File: src/piso_pkg.sv
// piso shared definitions: buffer style, word order and default sizes
package piso_pkg;

    // style of the buffer that holds the last word of a frame
    typedef enum logic [0:0]
    {
        // two entries, next frame loads while the last word waits
        BUF_TWO = 1'b0,
        // one entry, smaller but one idle cycle between frames
        BUF_ONE = 1'b1
    } buf_mode_e;

    // order in which the words of a frame leave
    typedef enum logic [0:0]
    {
        // word 0 goes out first
        ORDER_LO_FIRST = 1'b0,
        // word els_p-1 goes out first
        ORDER_HI_FIRST = 1'b1
    } order_e;

    // default word width and words per frame
    localparam int width_dflt_c = 8;
    localparam int els_dflt_c   = 4;

endpackage

File: src/fifo_if.sv
// fifo bus: enqueue and dequeue signals of one small buffer
`timescale 1ns/1ps

interface fifo_if
#(
    parameter int width_p = 8
);

    // enqueue side, ready-and-valid
    logic               enq_v;
    logic               enq_ready;
    logic [width_p-1:0] enq_data;

    // dequeue side, valid-then-yumi
    logic               deq_v;
    logic [width_p-1:0] deq_data;
    // only raised while deq_v is high
    logic               deq_yumi;

    // block that fills and drains the buffer
    modport owner
    (
        output enq_v,
        output enq_data,
        output deq_yumi,
        input  enq_ready,
        input  deq_v,
        input  deq_data
    );

    // the buffer itself
    modport buffer
    (
        input  enq_v,
        input  enq_data,
        input  deq_yumi,
        output enq_ready,
        output deq_v,
        output deq_data
    );

endinterface

File: src/piso_one_fifo.sv
// single-entry buffer, accepts a word only while empty
`timescale 1ns/1ps

module piso_one_fifo
#(
    parameter int width_p = 8
)
(
    input  logic  clk_i,
    input  logic  arst_n_i,
    fifo_if.buffer bus
);

    // held word and its occupancy flag
    logic [width_p-1:0] data_r;
    logic               full_r;
    logic               enq;

    assign enq = bus.enq_v & ~full_r;

    // not ready while holding a word, even if it leaves this cycle
    assign bus.enq_ready = ~full_r;
    assign bus.deq_v     = full_r;
    assign bus.deq_data  = data_r;

    always_ff @(posedge clk_i)
    begin
        if (enq)
        begin
            data_r <= bus.enq_data;
        end
    end

    // enq and yumi never meet: one needs empty, the other full
    always_ff @(posedge clk_i or negedge arst_n_i)
    begin
        if (!arst_n_i)
        begin
            full_r <= 1'b0;
        end
        else if (enq)
        begin
            full_r <= 1'b1;
        end
        else if (bus.deq_yumi)
        begin
            full_r <= 1'b0;
        end
    end

endmodule

File: src/piso_two_fifo.sv
// two-entry buffer that is ready while a slot is free so frames go back to back
`timescale 1ns/1ps

module piso_two_fifo
#(
    parameter int width_p = 8
)
(
    input  logic  clk_i,
    input  logic  arst_n_i,
    fifo_if.buffer bus
);

    // storage slots
    logic [width_p-1:0] mem_r [2];
    // write and read slot pointers
    logic               wptr_r;
    logic               rptr_r;
    // occupancy tracking
    logic               full_r;
    logic               empty_r;
    logic               enq;
    logic               deq;

    // a free slot is enough, even when a word leaves this cycle
    assign bus.enq_ready = ~full_r;
    assign bus.deq_v     = ~empty_r;
    assign bus.deq_data  = mem_r[rptr_r];

    assign enq = bus.enq_v & ~full_r;
    // yumi only arrives while deq_v is high
    assign deq = bus.deq_yumi;

    always_ff @(posedge clk_i)
    begin
        if (enq)
        begin
            mem_r[wptr_r] <= bus.enq_data;
        end
    end

    always_ff @(posedge clk_i or negedge arst_n_i)
    begin
        if (!arst_n_i)
        begin
            wptr_r  <= 1'b0;
            rptr_r  <= 1'b0;
            full_r  <= 1'b0;
            empty_r <= 1'b1;
        end
        else
        begin
            if (enq)
            begin
                wptr_r <= ~wptr_r;
            end
            if (deq)
            begin
                rptr_r <= ~rptr_r;
            end
            // simultaneous enq and deq keeps the occupancy
            if (enq && !deq)
            begin
                empty_r <= 1'b0;
                full_r  <= (~wptr_r == rptr_r);
            end
            else if (deq && !enq)
            begin
                full_r  <= 1'b0;
                empty_r <= (~rptr_r == wptr_r);
            end
        end
    end

endmodule

File: src/piso_serializer.sv
// piso serializer: reorders a frame, buffers it and shifts it out one word per yumi
`timescale 1ns/1ps

module piso_serializer
#(
    parameter int                  width_p    = piso_pkg::width_dflt_c,
    parameter int                  els_p      = piso_pkg::els_dflt_c,
    parameter piso_pkg::buf_mode_e buf_mode_p = piso_pkg::BUF_TWO,
    parameter piso_pkg::order_e    order_p    = piso_pkg::ORDER_LO_FIRST
)
(
    input  logic                     clk_i,
    input  logic                     arst_n_i,
    input  logic                     valid_i,
    input  logic [els_p*width_p-1:0] data_i,
    output logic                     ready_and_o,
    output logic                     valid_o,
    output logic [width_p-1:0]       data_o,
    input  logic                     yumi_i
);

    // frame in sending order, word 0 leaves first
    logic [els_p*width_p-1:0] data_li;
    // both buffers load on the same edge
    logic                     enq_v;

    // last word in sending order
    fifo_if #(.width_p(width_p)) last_if ();

    // word reversal for high-word-first
    if (order_p == piso_pkg::ORDER_HI_FIRST)
    begin : g_hi_first
        for (genvar k = 0; k < els_p; k++)
        begin : g_rev
            assign data_li[k*width_p +: width_p] = data_i[(els_p-1-k)*width_p +: width_p];
        end
    end
    else
    begin : g_lo_first
        assign data_li = data_i;
    end

    // last-word buffer, two entries avoid the bubble between frames
    if (buf_mode_p == piso_pkg::BUF_TWO)
    begin : g_last_two
        piso_two_fifo #(.width_p(width_p)) u_last_fifo
        (
            .clk_i    (clk_i),
            .arst_n_i (arst_n_i),
            .bus      (last_if)
        );
    end
    else
    begin : g_last_one
        piso_one_fifo #(.width_p(width_p)) u_last_fifo
        (
            .clk_i    (clk_i),
            .arst_n_i (arst_n_i),
            .bus      (last_if)
        );
    end

    assign enq_v            = valid_i & ready_and_o;
    assign last_if.enq_v    = enq_v;
    assign last_if.enq_data = data_li[(els_p-1)*width_p +: width_p];
    // output is valid exactly while the last word is still held
    assign valid_o          = last_if.deq_v;

    if (els_p == 1)
    begin : g_bypass
        // single word frames pass straight through the last-word buffer
        assign ready_and_o      = last_if.enq_ready;
        assign data_o           = last_if.deq_data;
        assign last_if.deq_yumi = yumi_i;
    end
    else
    begin : g_shift
        localparam int cnt_w_lp = $clog2(els_p);

        // index of the word on data_o
        logic [cnt_w_lp-1:0]      shift_ctr_r;
        logic                     last_yumi;
        logic                     rest_yumi;
        // whole frame rebuilt from both buffers
        logic [els_p*width_p-1:0] frame_lo;

        // remaining words, valid whenever last_if is valid before the end
        fifo_if #(.width_p((els_p-1)*width_p)) rest_if ();

        piso_one_fifo #(.width_p((els_p-1)*width_p)) u_rest_fifo
        (
            .clk_i    (clk_i),
            .arst_n_i (arst_n_i),
            .bus      (rest_if)
        );

        // enqueue only when both buffers have room
        assign ready_and_o      = last_if.enq_ready & rest_if.enq_ready;
        assign rest_if.enq_v    = enq_v;
        assign rest_if.enq_data = data_li[(els_p-1)*width_p-1:0];

        // free the rest buffer early, on the second-last word
        assign last_yumi        = yumi_i && (shift_ctr_r == cnt_w_lp'(els_p-1));
        assign rest_yumi        = yumi_i && (shift_ctr_r == cnt_w_lp'(els_p-2));
        assign last_if.deq_yumi = last_yumi;
        assign rest_if.deq_yumi = rest_yumi;

        // word select
        assign frame_lo = {last_if.deq_data, rest_if.deq_data};
        assign data_o   = frame_lo[shift_ctr_r*width_p +: width_p];

        // clears when the frame is done, otherwise counts taken words
        always_ff @(posedge clk_i or negedge arst_n_i)
        begin
            if (!arst_n_i)
            begin
                shift_ctr_r <= '0;
            end
            else if (last_yumi)
            begin
                shift_ctr_r <= '0;
            end
            else if (yumi_i)
            begin
                shift_ctr_r <= shift_ctr_r + 1'b1;
            end
        end
    end

endmodule

File: src/piso_top.sv
// piso top: parallel-in serial-out word serializer with plain handshake ports
`timescale 1ns/1ps

module piso_top
#(
    parameter int                  width_p    = piso_pkg::width_dflt_c,
    parameter int                  els_p      = piso_pkg::els_dflt_c,
    parameter piso_pkg::buf_mode_e buf_mode_p = piso_pkg::BUF_TWO,
    parameter piso_pkg::order_e    order_p    = piso_pkg::ORDER_LO_FIRST
)
(
    input  logic                     clk_i,
    input  logic                     arst_n_i,

    // input frame, ready-and-valid
    // word k sits at bits k*width_p upward
    input  logic                     valid_i,
    input  logic [els_p*width_p-1:0] data_i,
    output logic                     ready_and_o,

    // output words, valid-then-yumi
    output logic                     valid_o,
    output logic [width_p-1:0]       data_o,
    input  logic                     yumi_i
);

    piso_serializer
    #(
        .width_p    (width_p),
        .els_p      (els_p),
        .buf_mode_p (buf_mode_p),
        .order_p    (order_p)
    )
    u_serializer
    (
        .clk_i       (clk_i),
        .arst_n_i    (arst_n_i),
        .valid_i     (valid_i),
        .data_i      (data_i),
        .ready_and_o (ready_and_o),
        .valid_o     (valid_o),
        .data_o      (data_o),
        .yumi_i      (yumi_i)
    );

endmodule

File: config.mk
export PLATFORM = sky130hd
export DESIGN_NAME = piso_top
export DESIGN_NICKNAME = d
export VERILOG_FILES = /design/src/piso_pkg.sv /design/src/fifo_if.sv /design/src/piso_one_fifo.sv /design/src/piso_two_fifo.sv /design/src/piso_serializer.sv /design/src/piso_top.sv
export SDC_FILE = /design/constraint.sdc
export NUM_CORES = 1
export LEC_CHECK = 0
export BUFFER_PORTS_ARGS = -buffer_cell sky130_fd_sc_hd__buf_2
export CAP_MARGIN = 20
export CORE_MARGIN = 2
export CORE_UTILIZATION = 53
export CTS_CLUSTER_DIAMETER = 200
export DETAILED_ROUTE_END_ITERATION = 16
export PLACE_DENSITY = 0.76
export SYNTH_ARGS = -nofsm -noshare
export SYNTH_HDL_FRONTEND = slang
export SYNTH_SLANG_ARGS = --single-unit
File: constraint.sdc
create_clock -name clk_i -period 2.2 [get_ports clk_i]
set_input_delay 0.33 -clock clk_i [delete_from_list [all_inputs] [get_ports clk_i]]
set_output_delay 0.33 -clock clk_i [all_outputs]
set_load 0.05 [all_outputs]
======== Yosys cells after proc, flatten, opt, wreduce, memory -nomap -nowiden ========
Memory sizes are Yosys's and may differ from the RTL's.
Cells that the tools add are included.
storage, ports and cells
  register bits after elaboration ......... 31
  RAM bits ................................ 16
  input bits .............................. 36
  output and inout port bits .............. 10
  word-level logic and storage cells ...... 42
  memories kept ........................... 1
memories
  name                                       depth  bits a word  read ports  clocked after Yosys merged registers in  write ports  RTL line             source
  u_serializer.g_last_two.u_last_fifo.mem_r  2      8            1           0                                        1            piso_two_fifo.sv:15  logic [width_p-1:0] mem_r [2];
cells by class
  add/sub/neg operators ................... 1
  equal/unequal tests ..................... 4
  shift-type cells ........................ 1
  multiplexer cells ....................... 10
  bitwise gates (word level) .............. 9
  reductions and logical operators ........ 9
operators by type and width
  kind                                                            number
  32-bit by 6-bit variable part select with 8-bit output          1
  1-bit two-way mux                                               8
  2-bit nonzero test                                              3
  1-bit NOT                                                       5
  1-bit bitwise AND                                               4
  2-bit == test (second input constant)                           2
  1-bit logical AND                                               4
  2-bit two-way mux                                               2
  2-bit by 1-bit adder with 2-bit output (second input constant)  1
  1-bit == test                                                   2
  1-bit zero test                                                 2

======== Longest topological paths before layout ========
  depth in word-level cells ............... 8
  gate-level depth with buffers ........... 5
  depth with buffers taken out ............ 5

======== Cells and area by module ========
A second synthesis with hierarchy kept.
second synthesis, totals
  cell total of the unflattened synthesis .. 96
  area, all modules ....................... 1886.8 um^2
modules (own cells, without submodules)
  module           times used  cells each  area each (um^2)  sequential area each (um^2)
  piso_two_fifo    1           45          793.3             581.8
  piso_one_fifo    1           28          765.7             745.7
  piso_serializer  1           23          327.8             50.0

======== Least setup slack after synthesis ========
Ideal clock, no wire load.
  path type ............................... reg2reg
  start ................................... reg u_serializer.g_shift.u_rest_fifo.full_r, in the netlist u_serializer.g_shift.u_rest_fifo.bus.deq_v
  end ..................................... mem u_serializer.g_last_two.u_last_fifo.mem_r[0][0] (enable)
  library setup time ...................... 0.373 ns
  arrival ................................. 1.895 ns
  data required time ...................... 1.827 ns
  slack ................................... -0.068 ns
  cell stages (with the launch flop) ...... 4
  path buffers ............................ 0
  clock period less this slack ............ 2.268 ns
  cell sequence ........................... dfrtp_1 -> nor2_2 -> and2_2 -> nor2b_1
between the ends
  cells in the longest elaborated chain, start to end .. 6
RTL lines
  what                                     RTL line               source
  start, declared                          piso_one_fifo.sv:16    logic full_r;
  start signal, assigned                   piso_one_fifo.sv:39    full_r <= 1'b0;
  start signal, assigned                   piso_one_fifo.sv:43    full_r <= 1'b1;
  start signal, assigned                   piso_one_fifo.sv:47    full_r <= 1'b0;
  1-bit NOT                                piso_one_fifo.sv:22    assign bus.enq_ready = ~full_r;
  1-bit bitwise AND                        piso_serializer.sv:98  assign ready_and_o = last_if.enq_ready & rest_if.enq_ready;
  via ready_and_o                          piso_top.sv:19         output logic ready_and_o,
  1-bit bitwise AND                        piso_serializer.sv:63  assign enq_v = valid_i & ready_and_o;
  1-bit bitwise AND                        piso_two_fifo.sv:30    assign enq = bus.enq_v & ~full_r;
  1-bit two-way mux                        piso_two_fifo.sv:36    if (enq)
  1-bit two-way mux (not written as such)  piso_two_fifo.sv:38    mem_r[wptr_r] <= bus.enq_data;
  end, declared                            piso_two_fifo.sv:15
The timed path passes the listed nets, and every way through them passes these cells.

======== Final worst setup path ========
  start ................................... reg u_serializer.g_last_two.u_last_fifo.rptr_r
  end ..................................... out data_o[0]
between the ends
  cells in the longest elaborated chain, start to end .. 2
RTL lines
  what                                                    RTL line                source
  start, declared                                         piso_two_fifo.sv:18     logic rptr_r;
  start signal, assigned                                  piso_two_fifo.sv:59     rptr_r <= ~rptr_r;
  memory 2 x 8 bit                                        -
  32-bit by 6-bit variable part select with 8-bit output  piso_serializer.sv:110  assign data_o = frame_lo[shift_ctr_r*width_p +: width_p];
  end, declared                                           piso_top.sv:23          output logic [width_p-1:0] data_o,
No other way between the ends.

==> results by stage <==
Setup path:
- The signal on the critical path passes through mux2_4 > nand2_2 > o211ai_2 > buf_2.
- Counting both buffers and inverters, the worst setup path holds a total of 1.
- For this run, the slowest stage of the critical path takes 0.66 ns.
- The kind of cell with the highest combined delay on the critical path is flip-flops.
- The worst setup path is of the reg -> out kind.
- Among all stages on the critical path, the largest delay is contributed by sky130_fd_sc_hd__dfrtp_1.
- The required time at the endpoint of the critical path is 1.87 ns.
- The startpoint type of the worst setup path is a register.
- STA classifies the critical path endpoint as an output pin.
- In this run the worst path has a maximum fanout of 9.
- The arrival time of data at the critical path endpoint is 1.67 ns.

Logic synthesis:
- The number of warnings issued by yosys is 0.
- The number of enable flip-flop cells after synthesis is 40.
- The share of the Yosys chip area taken by registers is 68.68%.
- The number of nets in the synthesized netlist is 159.
- The post-synthesis instance total is 120.
- The fraction of synthesis flops using an asynchronous set or reset pin is 14.89%.
- The synthesized design contains 47 register bits.
- The mapped netlist covers 0.002006 sq mm.
- The average instance in the mapped netlist occupies 16.71 sq um.
- The most instantiated flip-flop cell in the synthesis netlist is sky130_fd_sc_hd__edfxtp_1.
- After synthesis, the netlist uses 30 different library cells.

STA:
- In the final timing run, aggregate negative setup slack is 0 ns.
- The post-layout minimum cycle time is 2.002 ns.
- The slew at the pin closest to its max-slew limit is 0.4976 ns.
- The final max-slew violation count was 0.
- The count of endpoints failing hold in the final timing report is 0.
- Between clock sinks in the finished design, the worst skew comes to 0.009946 ns.
- The maximum frequency from static timing analysis is 0.4996 GHz.
- In this run the tightest slew margin relative to its limit is 66.83%.
- Setup repair after global routing left no endpoint under its margin.
- Of the available clock period, the critical path in the final layout requires 90.99%.
- The final count of negative-setup-slack endpoints is 0.

Route:
- Across all layers, the routed design uses 1099 vias.
- The number of DRC violations after detailed routing is 0.
- The routed wirelength normalized by instance count is 14.06 um.
- In this run, the number of DRC markers left after iteration 0 of detailed routing was 74.
- The final antenna-violating net count is 0.
- The via-per-instance ratio is 4.973.
- The first detailed-routing pass ran for 4 iterations.
- The wire length after detailed routing is 3108 um.

Min path:
- The worst hold path belongs to the class in -> reg.

Power and ir drop:
- The static leakage power is 0.9819 nW.
- The worst-case IR drop observed on VDD is 0.0005674 V.
- The areal power density over the cells is 1420 mW/mm^2.

Global route:
- The maximum number of pins on one net before global-route repair is 28.
- The first global-routing pass estimated 4947 um of wire.
- The via count of the first global-routing pass is 1115.
- The overall track demand over capacity in global routing is 16.04%.
- The leftover overflow at the end of global routing is 0.
- The number of antenna violations at the first check in global routing is 0.

Placed design:
- The total half-perimeter wirelength after legalization and detailed placement is 2324 um.
- Buffers placed on the I/O ports in this run total 45.
- The standard cell area after detailed placement is 0.002267 sq mm.
- The global placer's final weighted congestion is 0.7575.

Clock network:
- The number of sinks on the clock net is 47.
- The later pin in the worst-skew pair is clocked with a latency of 0.29 ns.
- The buffer levels on the longest clock path is 2.
- The maximum level of the CTS H-tree is 2.
- The post-CTS setup buffer count is 0.
- Clock-pin slew was measured on the worst setup and hold paths at 0.09 ns.
- The cell sitting at the root of the clock tree is a sky130_fd_sc_hd__clkbuf_8.
- TritonCTS built the clock tree.
- TritonCTS created 5 clock buffers.

Outcome:
- The flow ran to the end, and the final reports show no timing, DRC or antenna violations.

Die:
- The starting density of the core is 54.78%.
- The row count is 22.
- The die covers 0.004292 sq mm.
- Measured along the x axis, the die boundary spans 65.52 um.
- The top-level I/O count is 46.
- The floorplan step defined a core boundary enclosing 0.003661 sq mm.
- The floorplan step set the die height to 65.52 um.

Finish:
- The count of filler cells inserted in the layout is 272.
- Across the whole layout, storage elements account for 0.001378 sq mm.
- The library cell used most frequently in the layout, excluding fill and tap cells, is sky130_fd_sc_hd__buf_2.
- The post-route netlist has 50.29% of its cells at a drive strength greater than 1.
- The repair_antennas step left the layout with diodes totalling 0.
- The layout overhead on the synthesized area is 18.15%.
- The net count of the finished layout is 211.
- After routing the design area is 0.002370 sq mm.
- In the final layout, the multi-input gates occupy 565.5 sq um.
- In the layout the commonest cells are sky130_fd_sc_hd__buf_2, sky130_fd_sc_hd__edfxtp_1, sky130_fd_sc_hd__nand2_1.

Flow run:
- The tool flagged a number of max-cap violations equal to 0.
cells in the mapped netlist, types with 2 or more instances:
| library cell | n | area share, % |
|---|---|---|
| sky130_fd_sc_hd__buf_6 | 2 | 1.1 |
| sky130_fd_sc_hd__dfrtp_1 | 6 | 7.5 |
| sky130_fd_sc_hd__edfxtp_1 | 40 | 60 |
| sky130_fd_sc_hd__ha_1 | 3 | 1.9 |
| sky130_fd_sc_hd__inv_1 | 3 | 0.56 |
| sky130_fd_sc_hd__mux2_4 | 8 | 6.0 |
| sky130_fd_sc_hd__mux2i_1 | 8 | 4.0 |
| sky130_fd_sc_hd__nand2_1 | 12 | 2.2 |
| sky130_fd_sc_hd__nand2_2 | 8 | 2.5 |
| sky130_fd_sc_hd__nor2_1 | 2 | 0.37 |
| sky130_fd_sc_hd__nor2b_1 | 2 | 0.62 |
| sky130_fd_sc_hd__o211ai_2 | 8 | 5.0 |
metal layers:
layer	track usage (%)	wire length, um	up-vias	part of all wire, %
li1	-	-	540	-
met1	19.62	1357	531	44
met2	26.28	1595	26	51
met3	5.137	142	2	4.6
met4	6.771	13	0	0.42
met5	0	0	-	0
registers in the layout, summed over array words and instances, names as in the netlist:
| name | count |
|---|---|
| u_serializer.g_shift.u_rest_fifo.bus.deq_data | 24 |
| u_serializer.g_last_two.u_last_fifo.mem_r | 16 |
| u_serializer.g_shift.shift_ctr_r | 2 |
| u_serializer.g_last_two.u_last_fifo.empty_r | 1 |
| u_serializer.g_last_two.u_last_fifo.full_r | 1 |
| u_serializer.g_last_two.u_last_fifo.rptr_r | 1 |
| u_serializer.g_last_two.u_last_fifo.wptr_r | 1 |
| u_serializer.g_shift.u_rest_fifo.bus.deq_v | 1 |
through the flow:
stage	utilization, %	power [mW]	std cells	hold slack, ns	worst slack, ns
after floorplan	-	2.621	120	0.03441	0.07185
after global placement	61.93	2.850	212	0.1693	0.4109
after detailed placement	61.93	2.898	212	0.1712	0.3747
after CTS	64.66	3.397	221	0.1963	0.04072
after global routing	64.73	3.540	221	0.1869	0.1103
final	64.73	3.366	221	0.2044	0.1982
power breakdown:
| group | total [mW] | switching [mW] | internal (mW) |
|---|---|---|---|
| sequential | 1.35 | 0.136 | 1.22 |
| combinational | 1.51 | 0.973 | 0.533 |
| clock | 0.505 | 0.277 | 0.228 |
| total | 3.37 | 1.39 | 1.98 |
layout make-up:
class / instances / share of cell area, %
Inverter: 3 / 0.4752
Tap cell: 48 / 2.534
Clock inverter: 2 / 0.7392
Clock buffer: 6 / 3.062
Sequential cell: 47 / 58.13
Timing Repair Buffer: 50 / 11.19
Multi-Input combinational cell: 65 / 23.86
worst paths after layout:
check                                                            from                                                 to  slack (ns)  depth (start not counted)
setup / recovery           u_serializer.g_last_two.u_last_fifo.rptr_r                                          data_o[0]        0.20                          4
hold / removal                                             data_i[11]  u_serializer.g_shift.u_rest_fifo.bus.deq_data[11]        0.20                          1
setup reg to reg                  u_serializer.g_shift.shift_ctr_r[1]        u_serializer.g_last_two.u_last_fifo.empty_r        0.47                          6
min in group asynchronous                                    arst_n_i                u_serializer.g_shift.shift_ctr_r[1]        0.38                          2
hold reg to reg            u_serializer.g_last_two.u_last_fifo.full_r         u_serializer.g_last_two.u_last_fifo.full_r        0.53                          2
max in group asynchronous                                    arst_n_i        u_serializer.g_last_two.u_last_fifo.empty_r        1.59                          2
cell families after synthesis:
family	synth area share [%]
flops	68.68
simple gates	7.736
mux	9.982
compound gates	6.737
buf+inv	3.306
xor+xnor	1.685
fa+ha+maj	1.872
timing repair:
| item | 4_1_cts | 5_1_grt |
|---|---|---|
| setup endpoints to repair | 0 | 8 |
| hold buffers | 1 | 0 |
| gates resized for setup | 0 | 1 |
| endpoints found under the hold margin | 6 | 0 |
(Power assumes the default switching activity.)
